**src/hdl/qpmm_pkg.sv**
```systemverilog
`default_nettype none

package qpmm_pkg;

    //////////////////////////////////////////////////
    // Digit geometry
    //////////////////////////////////////////////////

    localparam int DIGIT_W    = 16;
    localparam int NUM_DIGITS = 4;

    // One extra row after the last B digit to drain the quotient
    localparam int NUM_ROWS   = NUM_DIGITS + 1;

    // Two 32-bit products plus an incoming digit sum, with headroom
    localparam int ACC_W      = 40;

    localparam int OPERAND_W  = NUM_DIGITS * DIGIT_W;

    // Output is only reduced below 2M, so one bit above the operand
    localparam int RESULT_W   = OPERAND_W + 1;

    //////////////////////////////////////////////////
    // Types
    //////////////////////////////////////////////////

    typedef logic [DIGIT_W-1:0]   digit_t;
    typedef logic [ACC_W-1:0]     acc_t;
    typedef logic [OPERAND_W-1:0] operand_t;
    typedef logic [RESULT_W-1:0]  result_t;

    // Operand split into digits, digit 0 is the least significant
    typedef logic [NUM_DIGITS-1:0][DIGIT_W-1:0] digit_vec_t;

    // Redundant partial sum
    // Index 0 keeps the quotient sum, its upper bits carry into the next row
    typedef logic [NUM_DIGITS:0][ACC_W-1:0] acc_vec_t;

    //////////////////////////////////////////////////
    // Modulus
    //////////////////////////////////////////////////

    // Low digit all ones, so M' = -M^-1 mod 2^16 is 1
    // and the quotient digit is just the low digit of the running sum
    localparam operand_t MODULUS = 64'hF3A9_5C27_1D0B_FFFF;

    // (M + 1) / 2^16, exact because M + 1 has a zero low digit
    // Top digit comes out zero
    localparam digit_vec_t MPP =
        digit_vec_t'((result_t'(MODULUS) + 1'b1) >> DIGIT_W);

endpackage

`default_nettype wire

```
**src/hdl/qpmm_stage_if.sv**
```systemverilog
`default_nettype none

interface qpmm_stage_if;
    import qpmm_pkg::*;

    // One item per strobe, every stage takes one each cycle
    logic       valid;

    // Operands travel along with their partial sum
    digit_vec_t a;
    digit_vec_t b;

    // s[0] is the quotient sum of the previous row,
    // s[1..] are the redundant sum digits
    acc_vec_t   s;

    modport src (
        output valid,
        output a,
        output b,
        output s
    );

    modport dst (
        input  valid,
        input  a,
        input  b,
        input  s
    );

endinterface

`default_nettype wire
```
**src/hdl/qpmm_final_add.sv**
```systemverilog
`default_nettype none

module qpmm_final_add (
    input  logic              clk,
    input  logic              reset,
    qpmm_stage_if.dst         stage,
    output logic              out_valid,
    output qpmm_pkg::result_t out_z
);
    import qpmm_pkg::*;

    // Two sum digits at 16-bit spacing plus a small carry term
    localparam int HALF_W = ACC_W + DIGIT_W + 1;

    typedef logic [HALF_W-1:0] half_t;

    logic [1:0] valid_pipe;
    half_t      z_lo;
    half_t      z_hi;

    // Collapse two neighbouring sum digits into one integer
    function automatic half_t digits_to_int(input acc_t lo, input acc_t hi);
        return half_t'(lo) + (half_t'(hi) << DIGIT_W);
    endfunction

    //////////////////////////////////////////////////
    // Stage 1, resolve each half
    //////////////////////////////////////////////////

    // Digit j has weight 2^(16*(j-1)), digit 0 only adds its carry
    always_ff @(posedge clk) begin
        z_lo <= digits_to_int(stage.s[1], stage.s[2]) + half_t'(stage.s[0] >> DIGIT_W);
        z_hi <= digits_to_int(stage.s[3], stage.s[4]);
    end

    //////////////////////////////////////////////////
    // Stage 2, join the halves
    //////////////////////////////////////////////////

    // Sum stays below 2M, so truncation to the result width is exact
    always_ff @(posedge clk) begin
        out_z <= (result_t'(z_hi) << (2 * DIGIT_W)) + result_t'(z_lo);
    end

    always_ff @(posedge clk) begin
        if (reset) begin
            valid_pipe <= '0;
        end else begin
            valid_pipe <= {valid_pipe[0], stage.valid};
        end
    end

    assign out_valid = valid_pipe[1];

endmodule

`default_nettype wire

```
**src/flat_wrapper.sv**
```systemverilog
// flat-port wrapper written by rule: the top's interface ports become plain ports
module qpmm_final_add_flat import qpmm_pkg::*;
  (clk, reset, out_valid, out_z, stage_valid, stage_a, stage_b, stage_s);
  qpmm_stage_if stage_i ();
  input  logic clk;
  input  logic reset;
  output logic out_valid;
  output qpmm_pkg::result_t out_z;
  input wire logic [$bits(stage_i.valid)-1:0] stage_valid;
  input wire logic [$bits(stage_i.a)-1:0] stage_a;
  input wire logic [$bits(stage_i.b)-1:0] stage_b;
  input wire logic [$bits(stage_i.s)-1:0] stage_s;
  assign stage_i.valid = stage_valid;
  assign stage_i.a = stage_a;
  assign stage_i.b = stage_b;
  assign stage_i.s = stage_s;
  qpmm_final_add u_core (.clk(clk), .reset(reset), .stage(stage_i), .out_valid(out_valid), .out_z(out_z));
endmodule
```
**config.mk**
```make
export PLATFORM = sky130hd
export DESIGN_NAME = qpmm_final_add_flat
export DESIGN_NICKNAME = d
export VERILOG_FILES = /design/src/hdl/qpmm_pkg.sv /design/src/hdl/qpmm_stage_if.sv /design/src/hdl/qpmm_final_add.sv /design/src/flat_wrapper.sv
export SDC_FILE = /design/constraint.sdc
export NUM_CORES = 1
export LEC_CHECK = 0
export ABC_AREA = 1
export BUFFER_PORTS_ARGS = -buffer_cell sky130_fd_sc_hd__buf_2
export CORE_MARGIN = 5
export CORE_UTILIZATION = 37
export CTS_CLUSTER_SIZE = 8
export DETAILED_ROUTE_END_ITERATION = 10
export GPL_TIMING_DRIVEN = 0
export PLACE_DENSITY = 0.71
export SETUP_SLACK_MARGIN = 0.02
export SYNTH_ARGS = -nofsm -noshare
export SYNTH_HDL_FRONTEND = slang
export SYNTH_SLANG_ARGS = --single-unit
```
**constraint.sdc**
```tcl
create_clock -name clk -period 2.9 [get_ports clk]
set_input_delay 0.145 -clock clk [delete_from_list [all_inputs] [get_ports clk]]
set_output_delay 0.145 -clock clk [all_outputs]
set_load 0.02 [all_outputs]
```
==> run_results.csv <==
group,metric,value,unit
status,outcome,"complete, no violations",
sta,slew_headroom,71.2,%
drt,via_count,10700,
drt,post_route_antenna_net_violation_count,0,
floorplan,core_area,0.0294,mm²
worst_setup_path,worstPathArrival,2.79,ns
clocking,cts.sinks,157,
run,max_cap_viol_count,0,
clocking,ctsHtreeMaxLevel,4,
worst_setup_path,cp_slowest_cell,"dlygate4sd3_1",
clocking,post-cts-setup-buffer-count,0,
drt,route.detailed.drc,0,
placement,gpl.final_weighted_congestion,0.950,
finish,final_common_cell,"nand2_1",
drt,via_per_inst,4.64,
worst_hold_path,hold_path.class,"input pin to flip-flop",
floorplan,io_pins,397,
finish,syn_to_final_growth,22.5,%
floorplan,chipWidth,182,µm
floorplan,effective_utilization_at_floorplan,37.2,%
placement,portBuffers,222,
sta,final.min_clock_period,2.49,ns
sta,timing.fmax,402,MHz
logic_synthesis,synth_warnings,0,
finish,final_layout_size_suffix_gt1_share,19.5,%
drt,wirelength_routed,33400,µm
logic_synthesis,synth-seq-area-share,28.8,%
grt,grt_pass1_wl,52800,µm
logic_synthesis,synth.lib_cells_used.distinct,41,
grt,track_usage,20.1,%
logic_synthesis,yosys.area.top_type,"dfxtp_1",
logic_synthesis,synth_flop_cell,"dfxtp_1",
clocking,tritoncts_clock_tree,"yes",
grt,grt.overflow.total,0,
clocking,clk_latency,0.44,ns
logic_synthesis,postSynthNetCount,2080,
clocking,clkSlewWorstSetupHoldPaths,0.08,ns
clocking,buffer_cell_driving_the_clock_tree_root,"clkbuf_16",
logic_synthesis,synth_top_cells_by_area,"dfxtp_1 (29%), nand2_1 (18%), ha_1 (13%)",
finish,layout.cells.most_common_list,"nand2_1 (538), inv_1 (273), buf_2 (222)",
floorplan,row_count,63,
logic_synthesis,synth-seq-cells,157,
worst_setup_path,critical_path_peak_fanout,4,
sta,report.final.slew_viol_count,0,
worst_setup_path,regToRegSetupSlack,0.92,ns
pwr,power.density,623,mW/mm²
worst_setup_path,worst_setup_path_start_kind,"input pin",
worst_setup_path,endpoint_type_of_the_worst_setup_path,"flip-flop",
sta,setup_violations,0,
sta,hold_violations,0,
sta,finalCritPeriodShare,85.8,%
grt,first_global_vias,10500,
logic_synthesis,synth.avg_cell_area,6.72,µm²
grt,antenna_violations_before_repair,5,
drt,drt_first_iter_violations,654,
grt,grt_start_max_net_pins,17,
floorplan,die_height,182,µm
clocking,tritoncts.num_buffers,17,
pwr,power_leakage,7.37,nW
worst_setup_path,worst_path_largest_cell_delay,0.56,ns
sta,worst_clock_skew,0.0184,ns
logic_synthesis,async_reset_ff_share,0,%
worst_setup_path,required,3.20,ns
sta,grt_setup_unrepaired,"false",
drt,post_drt_wl_per_cell,14.5,µm
pwr,vdd.ir_drop.worst,0.000413,V
sta,holdWs,0.0259,ns
sta,tightest_slew,0.428,ns
placement,detailedPlacementHpwl,28900,µm
worst_setup_path,crit_path_cell_trace,"dlygate4sd3_1, buf_2, ha_1, ha_1, fa_1, nand2_1, nand3_1, nand3_1, nand2_2, nand3_1, nand3_1, nand2_1, nand2_1, nand2_1, nand2_1",
logic_synthesis,number_of_enable_flip_flop_cells_after_synthesis,0,
worst_setup_path,critPathMostFrequentCell,"nand2_1",
logic_synthesis,netlist.area_leader.share,28.8,%
worst_setup_path,critPathKind,"input pin to flip-flop",
logic_synthesis,cell_area_after_synthesis,0.0109,mm²
drt,drt_pre_antenna_iters,7,
floorplan,floorplan_die_area,0.0331,mm²
sta,final.setup.tns,0,ns
clocking,clock_path_buffers,2,
logic_synthesis,synth_cells,1625,
finish,layout.nets,2349,
## path summary, 6_finish.rpt
kind	cells past startpoint	to	start
hold reg to reg	0	u_core.out_z[9]	u_core.z_lo[9]
setup reg to reg	13	u_core.out_z[56]	u_core.z_hi[0]
setup / recovery	15	u_core.z_lo[41]	stage_s[40]
hold / removal	3	u_core.z_lo[49]	stage_s[113]
## cell families after synthesis
group,share of synthesized area (%)
compound gates,5.86
buf+inv,9.93
flops,28.8
xor+xnor,4.57
fa+ha+maj,15.0
simple gates,35.9
## layout make-up
cell class | count | area, µm²
diodes | 3 | 7.51
clock buffers | 19 | 443
clock inverters | 13 | 131
fillers | 3076 | 16000
inverters | 289 | 1080
multi-input cells | 1179 | 6700
flip-flops and latches | 157 | 3140
well taps | 390 | 488
repair buffers | 250 | 1390
## registers in the layout, indices dropped and copies added (netlist names)
| register | count |
|---|---|
| u_core.out_z | 65 |
| u_core.z_lo | 57 |
| u_core.z_hi | 33 |
| u_core.valid_pipe | 2 |
## power by group
part           total [W]  switching (W)  internal (W)
clock            0.00218       0.000955       0.00122
combinational    0.00322        0.00214       0.00108
sequential       0.00294       0.000188       0.00275
## stage by stage
stage | setup slack (ns) | total power, W | util, % | instance area (µm²) | cells
2_1_floorplan | 0.942 | 0.00505 | - | 10900 | 1625
3_3_place_gp | 0.429 | 0.00613 | 42.6 | 12500 | 2237
3_5_place_dp | 0.431 | 0.00616 | 42.6 | 12500 | 2237
4_1_cts | 0.506 | 0.00841 | 45.5 | 13400 | 2297
5_1_grt | 0.332 | 0.00891 | 45.5 | 13400 | 2300
6_report | 0.412 | 0.00834 | 45.5 | 13400 | 2300
## synthesized netlist by cell type, types with 2 or more instances
cell type  count
and2_1         4
a31oi_1        2
or2_0          2
nand3_1       82
nor3_2         6
or2_1          3
nor4_1         4
nor2_4        13
xor2_1        47
xnor2_1       10
o21ai_2        2
nor2_1       104
o21ai_0       23
ha_1         113
inv_1        273
fa_1          11
inv_2         15
nor3_1        10
nand2_1      538
nand4_1       27
or2_2          2
dfxtp_1      157
nand2_2       37
nand3b_1       2
o21ai_1        7
nor2_2        30
o31ai_1        2
nand3_2        9
a21o_1         2
a21oi_1       71
o21bai_1       7
## layer usage
layer / global-route usage, % / wire [µm] / up-vias
li1: - / - / 5587
met1: 29.1 / 16700 / 4702
met2: 30.5 / 13800 / 346
met3: 3.93 / 2250 / 44
met4: 5.28 / 676 / 4
met5: 0 / 32 / -
## worst max-delay path: cells and delay by family
kind,cells,cell delay [ns]
buffers and inverters,2,0.70
adder cells (fa/ha/maj),3,0.90
AND/OR/NAND/NOR,10,1.03
## repair_timing
item	in CTS	in global routing
gates resized for setup	0	0
hold endpoints to repair	26	0
hold buffers	28	0
No activity file was read; power rests on OpenSTA's default activity.
