`config.mk`:
```
export PLATFORM = sky130hd
export DESIGN_NAME = qpmm_row_flat
export DESIGN_NICKNAME = d
export VERILOG_FILES = /design/src/hdl/qpmm_pkg.sv /design/src/hdl/qpmm_stage_if.sv /design/src/hdl/qpmm_pe.sv /design/src/hdl/qpmm_row.sv /design/src/flat_wrapper.sv
export SDC_FILE = /design/constraint.sdc
export NUM_CORES = 2
export LEC_CHECK = 0
export BUFFER_PORTS_ARGS = -buffer_cell sky130_fd_sc_hd__buf_2
export CAP_MARGIN = 25
export CORE_AREA = 2 2 460 462
export CTS_CLUSTER_DIAMETER = 40
export CTS_CLUSTER_SIZE = 40
export DETAILED_ROUTE_END_ITERATION = 6
export DIE_AREA = 0 0 462 464
export GPL_TIMING_DRIVEN = 1
export HOLD_SLACK_MARGIN = 0.06
export PLACE_DENSITY_LB_ADDON = 0.2
export SLEW_MARGIN = 20
export SYNTH_ARGS = -nofsm -noshare
export SYNTH_HDL_FRONTEND = slang
export SYNTH_SLANG_ARGS = --single-unit
```
`constraint.sdc`:
```
create_clock -name clk -period 10.6 [get_ports clk]
set_input_delay 0 -clock clk [delete_from_list [all_inputs] [get_ports clk]]
set_output_delay 0 -clock clk [all_outputs]
set_load 0.03 [all_outputs]
```
`src/hdl/qpmm_pkg.sv`:
```
`default_nettype none

package qpmm_pkg;

    //////////////////////////////////////////////////
    // Digit geometry
    //////////////////////////////////////////////////

    localparam int DIGIT_W    = 16;
    localparam int NUM_DIGITS = 4;

    // One extra row after the last B digit to drain the quotient
    localparam int NUM_ROWS   = NUM_DIGITS + 1;

    // Two 32-bit products plus an incoming digit sum, with headroom
    localparam int ACC_W      = 40;

    localparam int OPERAND_W  = NUM_DIGITS * DIGIT_W;

    // Output is only reduced below 2M, so one bit above the operand
    localparam int RESULT_W   = OPERAND_W + 1;

    //////////////////////////////////////////////////
    // Types
    //////////////////////////////////////////////////

    typedef logic [DIGIT_W-1:0]   digit_t;
    typedef logic [ACC_W-1:0]     acc_t;
    typedef logic [OPERAND_W-1:0] operand_t;
    typedef logic [RESULT_W-1:0]  result_t;

    // Operand split into digits, digit 0 is the least significant
    typedef logic [NUM_DIGITS-1:0][DIGIT_W-1:0] digit_vec_t;

    // Redundant partial sum
    // Index 0 keeps the quotient sum, its upper bits carry into the next row
    typedef logic [NUM_DIGITS:0][ACC_W-1:0] acc_vec_t;

    //////////////////////////////////////////////////
    // Modulus
    //////////////////////////////////////////////////

    // Low digit all ones, so M' = -M^-1 mod 2^16 is 1
    // and the quotient digit is just the low digit of the running sum
    localparam operand_t MODULUS = 64'hF3A9_5C27_1D0B_FFFF;

    // (M + 1) / 2^16, exact because M + 1 has a zero low digit
    // Top digit comes out zero
    localparam digit_vec_t MPP =
        digit_vec_t'((result_t'(MODULUS) + 1'b1) >> DIGIT_W);

endpackage

`default_nettype wire

```
`src/hdl/qpmm_stage_if.sv`:
```
`default_nettype none

interface qpmm_stage_if;
    import qpmm_pkg::*;

    // One item per strobe, every stage takes one each cycle
    logic       valid;

    // Operands travel along with their partial sum
    digit_vec_t a;
    digit_vec_t b;

    // s[0] is the quotient sum of the previous row,
    // s[1..] are the redundant sum digits
    acc_vec_t   s;

    modport src (
        output valid,
        output a,
        output b,
        output s
    );

    modport dst (
        input  valid,
        input  a,
        input  b,
        input  s
    );

endinterface

`default_nettype wire
```
`src/hdl/qpmm_pe.sv`:
```
`default_nettype none

module qpmm_pe #(
    parameter int PE_LAT = 1
) (
    input  logic             clk,
    input  qpmm_pkg::digit_t a,
    input  qpmm_pkg::digit_t b,
    input  qpmm_pkg::digit_t m,
    input  qpmm_pkg::digit_t q,
    input  qpmm_pkg::acc_t   s,
    output qpmm_pkg::acc_t   sum
);
    import qpmm_pkg::*;

    acc_t mac;
    acc_t mac_pipe [PE_LAT];

    // a*b + m*q + s, one DSP multiply-accumulate
    // Both products are 32 bits at most
    assign mac = acc_t'(a) * acc_t'(b) + acc_t'(m) * acc_t'(q) + s;

    // Output registers, extra stages can be retimed into the DSP
    always_ff @(posedge clk) begin
        mac_pipe[0] <= mac;
        for (int k = 1; k < PE_LAT; k++) begin
            mac_pipe[k] <= mac_pipe[k-1];
        end
    end

    assign sum = mac_pipe[PE_LAT-1];

endmodule

`default_nettype wire

```
`src/hdl/qpmm_row.sv`:
```
`default_nettype none

module qpmm_row #(
    parameter int ROW    = 0,
    parameter int PE_LAT = 1
) (
    input  logic      clk,
    input  logic      reset,
    qpmm_stage_if.dst up,
    qpmm_stage_if.src down
);
    import qpmm_pkg::*;

    acc_t              q_sum;
    digit_t            q;
    digit_t            b_sel;
    acc_t              pe_sum [NUM_DIGITS];

    logic [PE_LAT-1:0] valid_pipe;
    digit_vec_t        a_pipe [PE_LAT];
    digit_vec_t        b_pipe [PE_LAT];
    acc_t              q_pipe [PE_LAT];

    //////////////////////////////////////////////////
    // Quotient digit
    //////////////////////////////////////////////////

    // Carry out of the previous quotient sum plus the lowest sum digit
    assign q_sum = (up.s[0] >> DIGIT_W) + up.s[1];

    // M' is 1, no multiply needed here
    assign q = q_sum[DIGIT_W-1:0];

    // B digit for this row, the drain row only reduces
    if (ROW < NUM_DIGITS) begin : g_mul_row
        assign b_sel = up.b[ROW];
    end else begin : g_red_row
        assign b_sel = '0;
    end

    //////////////////////////////////////////////////
    // Digit cells
    //////////////////////////////////////////////////

    // Cell j produces sum digit j+1 from digit j+2 of the row above,
    // which divides the whole sum by 2^16
    for (genvar j = 0; j < NUM_DIGITS; j++) begin : g_cell
        acc_t s_in;

        if (j + 2 <= NUM_DIGITS) begin : g_sum
            assign s_in = up.s[j+2];
        end else begin : g_top
            // Nothing above the top digit
            assign s_in = '0;
        end

        qpmm_pe #(
            .PE_LAT (PE_LAT)
        ) i_pe (
            .clk (clk),
            .a   (up.a[j]),
            .b   (b_sel),
            .m   (MPP[j]),
            .q   (q),
            .s   (s_in),
            .sum (pe_sum[j])
        );
    end

    //////////////////////////////////////////////////
    // Alignment with the cells
    //////////////////////////////////////////////////

    always_ff @(posedge clk) begin
        if (reset) begin
            valid_pipe <= '0;
        end else begin
            valid_pipe[0] <= up.valid;
            for (int k = 1; k < PE_LAT; k++) begin
                valid_pipe[k] <= valid_pipe[k-1];
            end
        end
    end

    always_ff @(posedge clk) begin
        a_pipe[0] <= up.a;
        b_pipe[0] <= up.b;
        q_pipe[0] <= q_sum;
        for (int k = 1; k < PE_LAT; k++) begin
            a_pipe[k] <= a_pipe[k-1];
            b_pipe[k] <= b_pipe[k-1];
            q_pipe[k] <= q_pipe[k-1];
        end
    end

    assign down.valid = valid_pipe[PE_LAT-1];
    assign down.a     = a_pipe[PE_LAT-1];
    assign down.b     = b_pipe[PE_LAT-1];

    // Full quotient sum goes down in slot 0, its high part is a carry
    always_comb begin
        down.s[0] = q_pipe[PE_LAT-1];
        for (int j = 0; j < NUM_DIGITS; j++) begin
            down.s[j+1] = pe_sum[j];
        end
    end

endmodule

`default_nettype wire

```
`src/flat_wrapper.sv`:
```
// flat-port wrapper written by rule: the top's interface ports become plain ports
module qpmm_row_flat import qpmm_pkg::*;
#(
    parameter int ROW    = 0,
    parameter int PE_LAT = 1
)
  (clk, reset, up_valid, up_a, up_b, up_s, down_valid, down_a, down_b, down_s);
  qpmm_stage_if up_i ();
  qpmm_stage_if down_i ();
  input  logic clk;
  input  logic reset;
  input wire logic [$bits(up_i.valid)-1:0] up_valid;
  input wire logic [$bits(up_i.a)-1:0] up_a;
  input wire logic [$bits(up_i.b)-1:0] up_b;
  input wire logic [$bits(up_i.s)-1:0] up_s;
  output wire logic [$bits(down_i.valid)-1:0] down_valid;
  output wire logic [$bits(down_i.a)-1:0] down_a;
  output wire logic [$bits(down_i.b)-1:0] down_b;
  output wire logic [$bits(down_i.s)-1:0] down_s;
  assign up_i.valid = up_valid;
  assign up_i.a = up_a;
  assign up_i.b = up_b;
  assign up_i.s = up_s;
  assign down_valid = down_i.valid;
  assign down_a = down_i.a;
  assign down_b = down_i.b;
  assign down_s = down_i.s;
  qpmm_row #(.ROW(ROW), .PE_LAT(PE_LAT)) u_core (.clk(clk), .reset(reset), .up(up_i), .down(down_i));
endmodule
```
==> flow_summary.ini <==
[grt]
grt_max_degree = 66
antenna_found_initial = 33
grt_pass1_vias = 50000
grt_usage = 0.195
overflow = 0
grt_pass1_wl_mm = 312

[worst_setup_path]
critPathLaunchType = input pin
endpoint_kind = flop
cp_slowest_stage_delay_ns = 0.62
crit_family = adder cells
worstPathRequired_ns = 11.28
crit_type = input pin to flop
worst-path-buf-inv = 5
cp_data_arrival_time_ns = 10.84
crit_fanout = 7
cpMostUsedCell = fa_1
slowest_stage = fa_1

[die]
die_w_um = 462
die_h_um = 464
rows = 168
start_util = 0.279
core_um2 = 209000
io-pin-count = 660
dieArea_um2 = 214000

[cells_and_area]
finalNetCount = 9454
syn2layout_area_growth_pct = 22.9
drive_gt1_frac = 0.129
nFillCells = 21600
final_cell_area_um2 = 71800

[route]
dr.pass1.iters = 5
drt_wl_total_mm = 204
drtIter0Drc = 2005
drc = 0
avgViaCountPerCell = 4.47
via_count = 45000
drtAntennaViolNets = 0
wl_per_cell_um = 20.3

[clock_tree]
cts_sinks = 321
clock_path_buffers = 3
cts_tree = built
htree_levels = 3
clk_pin_slew_ns = 0.05
numCtsBuffers = 83
root_buffer = clkbuf_16

[sta]
layout_min_cycle_time_ns = 10.16
min_period_over_period = 0.958
setup_viol = 0
fmax_mhz = 98.5
slew_headroom = 0.291
hold_viol = 0
tns_ns = 0
tightest_slew_ns = 1.06
rsz0062_at_grt = no
slew_violations = 0

[place]
dp_hpwl_mm = 166
place_congestion = 0.901
dpl-instance-area_um2 = 65100
io_buffers = 635

[synthesis]
syn_avg_cell_area_um2 = 9.42
synth_mux_area_frac = 0.000878
synthFlopType = dfxtp_1
syn_inst = 6208
synth-edff-count = 0
yosysTopAreaCell = fa_1
yosys_warnings = 0
synth_simple_gate_area_frac = 0.116
synth_seq_cells = 321
async_flop_share = 0
synth_sequential_area_ratio = 0.110
synth.area.top_cells = fa_1 41%, ha_1 16%, dfxtp_1 11%
yosys.area_share.adder = 0.573
synth_top_area_share = 0.409
yosys.area_share.xor_xnor = 0.0265
synth_top_family_by_area = adder cells
yosysUniqueCellTypes = 71
synth-compound-area-share = 0.0572
synth_area_um2 = 58500

[hold_path]
hold_class = input pin to flop

[flow_run]
max_cap_violations = 0

[run_status]
status = finished, final reports clean
[what timing repair did]
| item | CTS | global route |
|---|---|---|
| endpoints found under the hold margin | 195 | 1 |
| endpoints found under the setup margin | 0 | 8 |
| gates resized for setup | 0 | 27 |
| hold buffers | 340 | 1 |
| buffers inserted | 0 | 1 |
[registers in the layout (all words and copies together), names as in the netlist]
register	cells
u_core.q_pipe	40
u_core.b_pipe	64
u_core.g_cell.i_pe.mac_pipe	152
u_core.a_pipe	64
u_core.down.valid	1
[area by class of cell]
cell class | instances | area, µm² | share of cell area
Tap cell | 2805 | 3510 | 0.0489
Clock inverter | 59 | 843 | 0.0117
Antenna cell | 25 | 62.6 | 0.000871
Multi-Input combinational cell | 4097 | 45500 | 0.633
Sequential cell | 321 | 6430 | 0.0895
Timing Repair Buffer | 1072 | 7350 | 0.102
Clock buffer | 95 | 2200 | 0.0307
Inverter | 1586 | 5950 | 0.0829
[cells by family (layout without fill, tap and decap cells)]
group | after synthesis | after routing
buffers and inverters | 1797 | 2812
other | 1 | 33
AND/OR/NAND/NOR | 1442 | 1442
adder cells (fa/ha/maj) | 1962 | 1962
multiplexers | 5 | 5
XOR/XNOR | 177 | 177
AO/OA/AOI/OAI | 503 | 503
flip-flops | 321 | 321
[worst min-delay path, cell delays in order]
cell     delay [ns]
buf_2          0.08
ha_1           0.16
a21oi_1        0.06
o21a_1         0.16
xnor2_4        0.24
[layout by cell type, fill, tap and decap left out, drive strengths merged, types with 75 or more instances in the layout]
cell type,n
xnor2,129
and2,334
dfxtp,321
nand2,798
o21ai,75
buf,731
a21o,82
ha,767
a21oi,148
nor2,99
inv,1605
fa,1195
dlygate4sd3,341
clkbuf,95
[layer usage]
layer	up-vias	GRT usage	share of wire
met4	10	0.0646	0.036
met3	273	0.0307	0.049
li1	20500	-	-
met5	-	0	0.00034
met2	1101	0.334	0.49
met1	23100	0.248	0.43
[worst paths after layout]
path | from | cells past startpoint | to | slack (ns)
worst min-delay path | up_s[24] | 5 | u_core.q_pipe[0][9] | 0.09
worst max-delay path | up_s[42] | 34 | u_core.g_cell[0].i_pe.mac_pipe[0][39] | 0.44
[through the flow]
step | setup WS (ns) | cells | hold slack (ns) | util
after global placement | 0.115 | 9537 | 0.102 | 0.311
final | 0.443 | 10100 | 0.0892 | 0.343
after detailed placement | 0.109 | 9538 | 0.104 | 0.311
after CTS | 0.0108 | 10000 | 0.0623 | 0.342
after global routing | 0.0228 | 10100 | 0.0774 | 0.343
after floorplan | 0.746 | 6215 | 0.0277 | -
[cells in the mapped netlist, drive strengths merged, types with 9 or more instances]
cell and n:
a211oi 18, a211o 9, nand4 27, nor3b 16, a31oi 12, and4 9, o21ai 75, xor2 48
nand3 35, buf 12, xnor2 129, nand2b 21, o21a 34, clkbuf 199, nand2 798, inv 1586
o21bai 32, fa 1195, a21oi 148, a21o 82, nor3 24, and2 334, dfxtp 321, and3 25
ha 767, nor2 99, o211ai 11, or3 10, nor2b 24
Power is not shown: default switching activity piles up to over one toggle a cycle in this logic, so the estimate is an artifact.
