==> config.mk <==
export PLATFORM = sky130hd
export DESIGN_NAME = qpmm_issue_flat
export DESIGN_NICKNAME = d
export VERILOG_FILES = /design/src/hdl/qpmm_pkg.sv /design/src/hdl/qpmm_stage_if.sv /design/src/hdl/qpmm_issue.sv /design/src/flat_wrapper.sv
export SDC_FILE = /design/constraint.sdc
export NUM_CORES = 1
export LEC_CHECK = 0
export BUFFER_PORTS_ARGS = -buffer_cell sky130_fd_sc_hd__buf_4
export CAP_MARGIN = 20
export CORE_AREA = 2 2 180 182
export CTS_BUF_LIST = sky130_fd_sc_hd__clkbuf_16
export CTS_CLUSTER_SIZE = 12
export DETAILED_ROUTE_END_ITERATION = 10
export DIE_AREA = 0 0 182 184
export SLEW_MARGIN = 20
export SYNTH_ARGS = -nofsm -noshare
export SYNTH_HDL_FRONTEND = slang
export SYNTH_SLANG_ARGS = --single-unit
export TNS_END_PERCENT = 5
==> constraint.sdc <==
create_clock -name clk -period 0.8 [get_ports clk]
set_input_delay 0.16 -clock clk [delete_from_list [all_inputs] [get_ports clk]]
set_output_delay 0.16 -clock clk [all_outputs]
set_load 0.1 [all_outputs]
==> src/hdl/qpmm_pkg.sv <==
`default_nettype none

package qpmm_pkg;

    //////////////////////////////////////////////////
    // Digit geometry
    //////////////////////////////////////////////////

    localparam int DIGIT_W    = 16;
    localparam int NUM_DIGITS = 4;

    // One extra row after the last B digit to drain the quotient
    localparam int NUM_ROWS   = NUM_DIGITS + 1;

    // Two 32-bit products plus an incoming digit sum, with headroom
    localparam int ACC_W      = 40;

    localparam int OPERAND_W  = NUM_DIGITS * DIGIT_W;

    // Output is only reduced below 2M, so one bit above the operand
    localparam int RESULT_W   = OPERAND_W + 1;

    //////////////////////////////////////////////////
    // Types
    //////////////////////////////////////////////////

    typedef logic [DIGIT_W-1:0]   digit_t;
    typedef logic [ACC_W-1:0]     acc_t;
    typedef logic [OPERAND_W-1:0] operand_t;
    typedef logic [RESULT_W-1:0]  result_t;

    // Operand split into digits, digit 0 is the least significant
    typedef logic [NUM_DIGITS-1:0][DIGIT_W-1:0] digit_vec_t;

    // Redundant partial sum
    // Index 0 keeps the quotient sum, its upper bits carry into the next row
    typedef logic [NUM_DIGITS:0][ACC_W-1:0] acc_vec_t;

    //////////////////////////////////////////////////
    // Modulus
    //////////////////////////////////////////////////

    // Low digit all ones, so M' = -M^-1 mod 2^16 is 1
    // and the quotient digit is just the low digit of the running sum
    localparam operand_t MODULUS = 64'hF3A9_5C27_1D0B_FFFF;

    // (M + 1) / 2^16, exact because M + 1 has a zero low digit
    // Top digit comes out zero
    localparam digit_vec_t MPP =
        digit_vec_t'((result_t'(MODULUS) + 1'b1) >> DIGIT_W);

endpackage

`default_nettype wire

==> src/hdl/qpmm_stage_if.sv <==
`default_nettype none

interface qpmm_stage_if;
    import qpmm_pkg::*;

    // One item per strobe, every stage takes one each cycle
    logic       valid;

    // Operands travel along with their partial sum
    digit_vec_t a;
    digit_vec_t b;

    // s[0] is the quotient sum of the previous row,
    // s[1..] are the redundant sum digits
    acc_vec_t   s;

    modport src (
        output valid,
        output a,
        output b,
        output s
    );

    modport dst (
        input  valid,
        input  a,
        input  b,
        input  s
    );

endinterface

`default_nettype wire
==> src/hdl/qpmm_issue.sv <==
`default_nettype none

module qpmm_issue (
    input  logic               clk,
    input  logic               reset,
    input  logic               in_valid,
    input  qpmm_pkg::operand_t in_a,
    input  qpmm_pkg::operand_t in_b,
    qpmm_stage_if.src          stage
);
    import qpmm_pkg::*;

    logic       valid_q;
    digit_vec_t a_q;
    digit_vec_t b_q;

    always_ff @(posedge clk) begin
        if (reset) begin
            valid_q <= 1'b0;
        end else begin
            valid_q <= in_valid;
        end
    end

    // Operand registers, flat vector reinterpreted as digits
    always_ff @(posedge clk) begin
        a_q <= in_a;
        b_q <= in_b;
    end

    assign stage.valid = valid_q;
    assign stage.a     = a_q;
    assign stage.b     = b_q;

    // Row 0 starts from an empty sum, so its quotient is zero
    assign stage.s     = '0;

endmodule

`default_nettype wire

==> src/flat_wrapper.sv <==
// flat-port wrapper written by rule: the top's interface ports become plain ports
module qpmm_issue_flat import qpmm_pkg::*;
  (clk, reset, in_valid, in_a, in_b, stage_valid, stage_a, stage_b, stage_s);
  qpmm_stage_if stage_i ();
  input  logic clk;
  input  logic reset;
  input  logic in_valid;
  input  qpmm_pkg::operand_t in_a;
  input  qpmm_pkg::operand_t in_b;
  output wire logic [$bits(stage_i.valid)-1:0] stage_valid;
  output wire logic [$bits(stage_i.a)-1:0] stage_a;
  output wire logic [$bits(stage_i.b)-1:0] stage_b;
  output wire logic [$bits(stage_i.s)-1:0] stage_s;
  assign stage_valid = stage_i.valid;
  assign stage_a = stage_i.a;
  assign stage_b = stage_i.b;
  assign stage_s = stage_i.s;
  qpmm_issue u_core (.clk(clk), .reset(reset), .in_valid(in_valid), .in_a(in_a), .in_b(in_b), .stage(stage_i));
endmodule
==> results.tsv, run 1 <==
stage	metric	value	unit
logic_synthesis	yosysWarnings	0	
placed_design	dp_cells	991	
die	io_pins	460	
die	fp.coreArea	31400	sq um
timing	fmax	891	MHz
power	total_power	0.0242	W
placed_design	placed_cell_area	5800	sq um
drt	antenna_left	0	
timing	finalSetupViolCount	129	
timing	whs	369	ps
timing	finalCritPeriodShare	1.40	
clock_tree	numCtsBuffers	17	
layout	drive_gt1_frac	0.557	
global_route	grt_usage	0.0776	
layout	syn_to_final_growth	131	%
critical_path	cp-start-kind	register	
clock_tree	clk_pin_slew	60	ps
power	peakVddDrop	1.29	mV
logic_synthesis	syn_avg_cell_area	12.4	sq um
critical_path	cpLargestDelayFamily	flip-flops	
drt	drtPass1Iterations	4	
timing	timing.final.hold_violations	0	
critical_path	slowest_stage	dfxtp_2	
logic_synthesis	netlist.area_leader.share	0.630	
job	maxCapViolCount	0	
drt	totalWireLength	13500	microns
hold_path	hp-class	input port to register	
critical_path	critical_path_arrival	960	ps
global_route	antenna_found_initial	0	
critical_path	cpPeakStageDelay	360	ps
logic_synthesis	ys_top_cells_by_area	dfxtp_1, buf_4, nor2b_4	
logic_synthesis	yosysTopAreaCell	dfxtp_1	
die	die_w	182	microns
logic_synthesis	synth_seq_cells	129	
layout	final_util	0.301	
layout	fin_cells	1152	
status	violations	setup timing	
clock_tree	h-tree-depth	4	
die	initial_core_util	0.131	
critical_path	cp.buffers_inverters	1	
drt	drc	0	
drt	num_vias	3096	
power	p_per_area	2560	nW/um^2
global_route	first_global_vias	3203	
placed_design	io_buffers	259	
critical_path	cp-startpoint	u_core.stage.a[22]	
logic_synthesis	ys_seq_area_frac	0.630	
clock_tree	root_buffer	clkbuf_16	
critical_path	end_kind	primary output	
critical_path	worstPathCellList	buf_12	
clock_tree	cts_max_path_buffers	2	
timing	worst_slack	-322	ps
timing	grt_setup_unrepaired	true	
logic_synthesis	syn_inst	331	
die	die_y	184	microns
clock_tree	cts_tree	done	
clock_tree	postCtsSetupRepairBufs	0	
layout	design_area	9460	sq um
hold_path	holdCritStartpoint	in_a[14]	
global_route	grt-ovfl-total	0	
layout	fill_cells	3092	
logic_synthesis	synth.distinct_cells	4	
layout	antennaDiodeCount	0	
die	rows	65	
critical_path	cp_max_fo	1	
global_route	grt_max_degree	17	
placed_design	gp_congestion	0.696	
timing	period_minus_slack	1120	ps
logic_synthesis	synth_area	4100	sq um
critical_path	crit_type	register to primary output	
layout	final_nets	869	
power	leakagePower	4.40	nW
status	status	finished, violations left	
drt	drtIter0Drc	46	
clock_tree	cts_sinks	129	
timing	slew_violations	0	
drt	routed_via_density	2.69	
die	die_area	33500	sq um
placed_design	hpwl	8770	microns
critical_path	critPathRequiredTime	640	ps
global_route	grt_pass1_wl	18400	microns
drt	wl_per_cell	11.8	microns
[metal layers]
| metal | wire [microns] | vias to the layer above | GRT usage |
|---|---|---|---|
| met1 | 4440 | 1402 | 0.0717 |
| met5 | 0 | - | 0 |
| li1 | - | 1422 | - |
| met3 | 1330 | 15 | 0.0426 |
| met2 | 7490 | 257 | 0.138 |
| met4 | 280 | 0 | 0.0387 |
[report_power, final]
part / switching [W] / internal [W]
Combinational: 0.00702 / 0.00210
Clock: 0.00309 / 0.00487
Sequential: 0.000292 / 0.00686
[final timing paths]
path / endpoint / slack [ps] / cells after the start
max: stage_a[22] / -320 / 1
min: u_core.stage.a[14] / 370 / 2
[timing repair]
| action | 4_1_cts | 5_1_grt |
|---|---|---|
| hold endpoints to repair | 129 | 0 |
| resized for setup | 510 | 0 |
| hold buffers | 130 | 0 |
| endpoints found under the setup margin | 129 | 129 |
| cloned | 0 | 0 |
[sequential cells by signal, indices dropped and copies added (netlist names)]
name                flops
u_core.stage.b         64
u_core.stage.valid      1
u_core.stage.a         64
[logic make-up after synthesis]
logic type	share of synthesized area
other cells	0.000914
simple gates	0.00335
buf+inv	0.366
flops	0.630
[cell type report]
type	instances	area, sq um	share of cell area
Tap cell	402	503	0.0532
Clock buffer	17	425	0.0450
Clock inverter	14	165	0.0175
Timing Repair Buffer	389	4860	0.514
Multi-Input combinational cell	201	764	0.0808
Sequential cell	129	2740	0.290
[synthesized netlist by cell type]
master,count
nor2b_4,1
dfxtp_1,129
conb_1,1
buf_4,200
[cells in the final DEF, fill, tap and decap left out]
cell type,n
dfxtp_2,129
buf_4,130
conb_1,200
clkinvlp_4,3
clkbuf_16,17
nor2b_4,1
clkinv_2,2
buf_12,129
clkinv_1,2
clkinv_4,2
inv_6,2
bufinv_16,3
dlygate4sd3_1,130
[per-stage QoR]
step | TNS (ps) | worst slack [ps]
after floorplan | -33080 | -269
after global placement | 0 | 29.5
after detailed placement | 0 | 16.2
after CTS | -43680 | -378
after global routing | -45900 | -379
final | -38560 | -322
Power figures use the tool's default switching activity.
==> inputs of run 2 (changes only) <==
PLACE_DENSITY = 0.36   (was not set)
==> run 2 against run 1 <==
The flow still finishes with violations (setup timing). Non-clock buffer count stayed put. Sequential share of layout area about the same. Global-route usage fell by 0.57 points. Utilization up 0.052 points. Critical path depth is the same. Flip-flop and latch count did not move. Setup slack worse by 4.0 ps. Largest power group unchanged. Fmax shrank 0.35%. Sequential power hardly changed. Critical path type unchanged.
==> results.tsv, run 2 (synthesized netlist as in run 1, its figures left out) <==
stage	metric	value	unit	change
die	die_area	33500	sq um	unchanged
critical_path	end_kind	primary output		
critical_path	critPathRequiredTime	640	ps	about the same
global_route	grt_usage	0.0720		-0.00567
timing	timing.final.hold_violations	0		unchanged
layout	fill_cells	3117		+0.81%
global_route	grt_max_degree	17		unchanged
critical_path	slowest_stage	dfxtp_2		
drt	wl_per_cell	10.7	microns	-9.2%
clock_tree	root_buffer	clkbuf_16		
layout	drive_gt1_frac	0.558		+0.000589
drt	drtIter0Drc	50		+8.7%
clock_tree	cts_sinks	129		unchanged
timing	finalCritPeriodShare	1.41		+0.00498
layout	syn_to_final_growth	131	%	
drt	drc	0		unchanged
power	p_int	0.0139	W	+0.47%
power	comb_power_share	0.374		-0.002
layout	antennaDiodeCount	0		unchanged
critical_path	cpPeakStageDelay	350	ps	about the same
critical_path	critical_path_arrival	970	ps	about the same
critical_path	cp_max_fo	1		unchanged
die	die_w	182	microns	unchanged
drt	routed_via_density	2.64		-1.9%
critical_path	cp-start-kind	register		
global_route	antenna_found_initial	0		unchanged
timing	grt_setup_unrepaired	true		
die	fp.coreArea	31400	sq um	unchanged
critical_path	worstPathCellList	buf_12		
power	p_sw_frac	0.429		about the same
die	io_pins	460		unchanged
clock_tree	numCtsBuffers	17		unchanged
hold_path	hp-class	input port to register		
timing	worst_slack	-326	ps	-3.99 ps
drt	drtPass1Iterations	4		unchanged
power	seqPwrFrac	0.293		-0.002
job	maxCapViolCount	0		unchanged
layout	design_area	9480	sq um	+0.17%
clock_tree	clk_pin_slew	60	ps	about the same
global_route	first_global_vias	3099		-3.2%
timing	period_minus_slack	1130	ps	+3.99 ps
drt	num_vias	3040		-1.8%
placed_design	placed_cell_area	5800	sq um	unchanged
status	violations	setup timing		
timing	finalSetupViolCount	129		unchanged
clock_tree	cts_tree	done		
clock_tree	cts_max_path_buffers	2		unchanged
global_route	grt_pass1_wl	17000	microns	-7.5%
die	initial_core_util	0.131		unchanged
critical_path	crit_type	register to primary output		
die	rows	65		unchanged
power	p_clk_frac	0.333		+0.005
power	p_per_area	2570	nW/um^2	+0.23%
layout	final_nets	869		unchanged
timing	finalSetupTns	-39490	ps	-935 ps
layout	mostFrequentLayoutCell	conb_1		
status	status	finished, violations left		
drt	totalWireLength	12300	microns	-9.1%
placed_design	hpwl	8790	microns	+0.20%
critical_path	cp.buffers_inverters	1		unchanged
critical_path	cpLargestDelayFamily	flip-flops		
power	p_sw	0.0104	W	+0.32%
placed_design	gp_congestion	0.681		-2.2%
power	peakVddDrop	1.50	mV	+16%
clock_tree	h-tree-depth	4		unchanged
global_route	grt-ovfl-total	0		unchanged
timing	fmax	888	MHz	-0.35%
drt	antenna_left	0		unchanged
timing	slew_violations	0		unchanged
layout	final_cell_mix	conb_1, dlygate4sd3_1, buf_4		
die	die_y	184	microns	unchanged
placed_design	io_buffers	259		unchanged
power	leakagePower	4.42	nW	+0.43%
## run 2: cell count changes in the layout (fill, tap and decap cells not counted), sizes merged
cell      delta
clkinvlp     -1
clkinv       -4
inv          +6
## run 2: stage by stage
| stage | total power [W] | hold slack, ps | setup WS (ps) | instances | utilization |
|---|---|---|---|---|---|
| global route | 0.0252 | 334 | -377 | 1153 | 0.302 |
| finish | 0.0243 | 355 | -326 | 1153 | 0.302 |
| detailed placement | 0.0147 | 266 | 12.1 | 991 | 0.185 |
| global placement | 0.0147 | 265 | 6.95 | 991 | 0.185 |
| CTS | 0.0247 | 324 | -380 | 1153 | 0.302 |
| floorplan | 0.0144 | 188 | -269 | 530 | - |
## run 2: layout make-up
class                           instances  area, sq um  share of cell area
Multi-Input combinational cell        201          764              0.0807
Timing Repair Buffer                  389         4860               0.513
Tap cell                              402          503              0.0531
Sequential cell                       129         2740               0.290
Clock inverter                         15          181              0.0191
Clock buffer                           17          425              0.0449
## run 2: power by group through the flow
stage | clock, W | combinational, W | sequential, W
final | 0.00810 | 0.00908 | 0.00713
after CTS | 0.00850 | 0.00909 | 0.00713
after global routing | 0.00881 | 0.00926 | 0.00717
after global placement | 0 | 0.00769 | 0.00700
after detailed placement | 0 | 0.00769 | 0.00701
after floorplan | 0 | 0.00482 | 0.00953
## run 2: final timing paths
check / cells past startpoint / slack (ps) / from / end
max: 1 / -330 / u_core.stage.b[25] / stage_b[25]
min: 2 / 360 / in_a[41] / u_core.stage.a[41]
## run 2: what timing repair did
item | CTS | global route
gates cloned | 0 | 0
pin swaps | 0 | 0
hold buffers | 130 | 0
resized for setup | 510 | 0
buffers inserted | 0 | 0
setup endpoints to repair | 129 | 129
hold endpoints to repair | 129 | 0
## run 2: layer usage
metal / vias up / wire [microns] / share of wire / track usage
met5: - / 0 / 0 / 0
met4: 0 / 187 / 0.015 / 0.0348
met3: 11 / 1380 / 0.11 / 0.0436
met2: 249 / 7010 / 0.57 / 0.133
met1: 1358 / 3740 / 0.30 / 0.0605
li1: 1422 / - / - / -
==> inputs of run 3 (changes only) <==
RECOVER_POWER = 100   (was not set)
==> run 3 against run 2 <==
The run still ends with setup timing left. Worst hold slack better by 19 ps. Utilization is 0.084 points lower. Final area is 0.28% lower. Power is 0.29% lower. Fmax hardly changed. Sequential power hardly changed.
==> results.tsv, run 3 (synthesized netlist as in run 1, its figures left out) <==
stage	metric	value	unit	change
global_route	grt_usage	0.0720		unchanged
die	die_area	33500	sq um	unchanged
critical_path	crit_type	register to primary output		
job	maxCapViolCount	0		unchanged
placed_design	gp_congestion	0.681		unchanged
global_route	grt_pass1_wl	17000	microns	unchanged
critical_path	critical_path_arrival	970	ps	about the same
timing	grt_setup_unrepaired	true		
status	violations	setup timing		
timing	worst_slack	-325	ps	+1.02 ps
layout	syn_to_final_growth	130	%	
drt	antenna_left	0		unchanged
critical_path	end_kind	primary output		
clock_tree	root_buffer	clkbuf_16		
drt	wl_met2	6950	microns	-0.77%
drt	dr_wl_met3	1380	microns	+0.36%
drt	drtPass1Iterations	4		unchanged
layout	antennaDiodeCount	0		unchanged
critical_path	cp-start-kind	register		
clock_tree	clk_pin_slew	60	ps	about the same
drt	drc	0		unchanged
critical_path	cpPeakStageDelay	350	ps	about the same
layout	final_nets	869		unchanged
die	die_y	184	microns	unchanged
critical_path	worstPathCellList	buf_12		
die	io_pins	460		unchanged
global_route	grt_max_degree	17		unchanged
placed_design	hpwl	8790	microns	unchanged
layout	mostFrequentLayoutCell	conb_1		
clock_tree	cts_sinks	129		unchanged
critical_path	critPathRequiredTime	640	ps	about the same
drt	num_vias	3041		+0.033%
critical_path	cp.buffers_inverters	1		unchanged
die	die_w	182	microns	unchanged
die	rows	65		unchanged
power	p_per_area	2570	nW/um^2	about the same
critical_path	cpLargestDelayFamily	flip-flops		
timing	timing.final.hold_violations	0		unchanged
global_route	first_global_vias	3099		unchanged
timing	slew_violations	0		unchanged
clock_tree	h-tree-depth	4		unchanged
drt	top_layer_used	met4		
layout	fill_cells	3119		+0.064%
drt	wl_per_cell	10.6	microns	-1.1%
critical_path	cp_max_fo	1		unchanged
global_route	grt-ovfl-total	0		unchanged
layout	drive_gt1_frac	0.549		-0.00932
drt	wl_met1	3660	microns	-2.1%
clock_tree	cts_tree	done		
drt	totalWireLength	12200	microns	-1.1%
global_route	antenna_found_initial	0		unchanged
die	fp.coreArea	31400	sq um	unchanged
power	leakagePower	4.37	nW	-1.1%
timing	fmax	889	MHz	about the same
timing	whs	375	ps	+19.5 ps
timing	period_minus_slack	1130	ps	-1.02 ps
die	initial_core_util	0.131		unchanged
status	status	finished, violations left		
drt	routed_via_density	2.64		about the same
timing	finalCritPeriodShare	1.41		about the same
timing	finalSetupViolCount	129		unchanged
critical_path	slowest_stage	dfxtp_2		
layout	final_cell_mix	conb_1, dlygate4sd3_1, buf_12, dfxtp_2, clkbuf_4		
power	peakVddDrop	1.49	mV	-0.26%
hold_path	hp-class	input port to register		
timing	finalSetupTns	-39330	ps	+164 ps
clock_tree	cts_max_path_buffers	2		unchanged
placed_design	io_buffers	259		unchanged
clock_tree	numCtsBuffers	17		unchanged
drt	drtIter0Drc	61		+22%
## run 3: metal layers
layer	track usage	vias to the layer above
li1	-	1423
met4	0.0348	0
met3	0.0436	9
met2	0.133	249
met5	0	-
met1	0.0605	1360
## run 3: cell type report
type                    count  area (sq um)  share of cell area
repair buffers            389          4830               0.511
flip-flops and latches    129          2740               0.290
multi-input cells         201           764              0.0809
well taps                 402           503              0.0532
clock buffers              17           425              0.0450
clock inverters            15           181              0.0192
## run 3: where the power goes
part / internal [W] / leakage [nW] / switching, W
combinational: 0.00206 / 2.98 / 0.00697
clock: 0.00494 / 0.300 / 0.00315
sequential: 0.00685 / 1.09 / 0.000280
total: 0.0138 / 4.37 / 0.0104
## run 3: path summary, 6_finish.rpt
| kind | slack (ps) | endpoint | cells after the start | startpoint |
|---|---|---|---|---|
| setup / recovery | -330 | stage_a[38] | 1 | u_core.stage.a[38] |
| hold / removal | 370 | u_core.stage.a[41] | 2 | in_a[41] |
## run 3: per-stage QoR
stage               power [W]  std cells  cell area [sq um]  utilization  setup slack, ps
CTS                    0.0247       1153               9480        0.302             -380
detailed placement     0.0147        991               5800        0.185             12.1
global route           0.0252       1153               9450        0.301             -377
finish                 0.0243       1153               9450        0.301             -325
global placement       0.0147        991               5800        0.185             6.95
floorplan              0.0144        530               4860            -             -269
## run 3: what timing repair did
| item | 4_1_cts | 5_1_grt |
|---|---|---|
| hold buffers | 130 | 0 |
| setup endpoints to repair | 129 | 129 |
| gates resized for setup | 510 | 0 |
| endpoints found under the hold margin | 129 | 0 |
| buffers inserted | 0 | 0 |
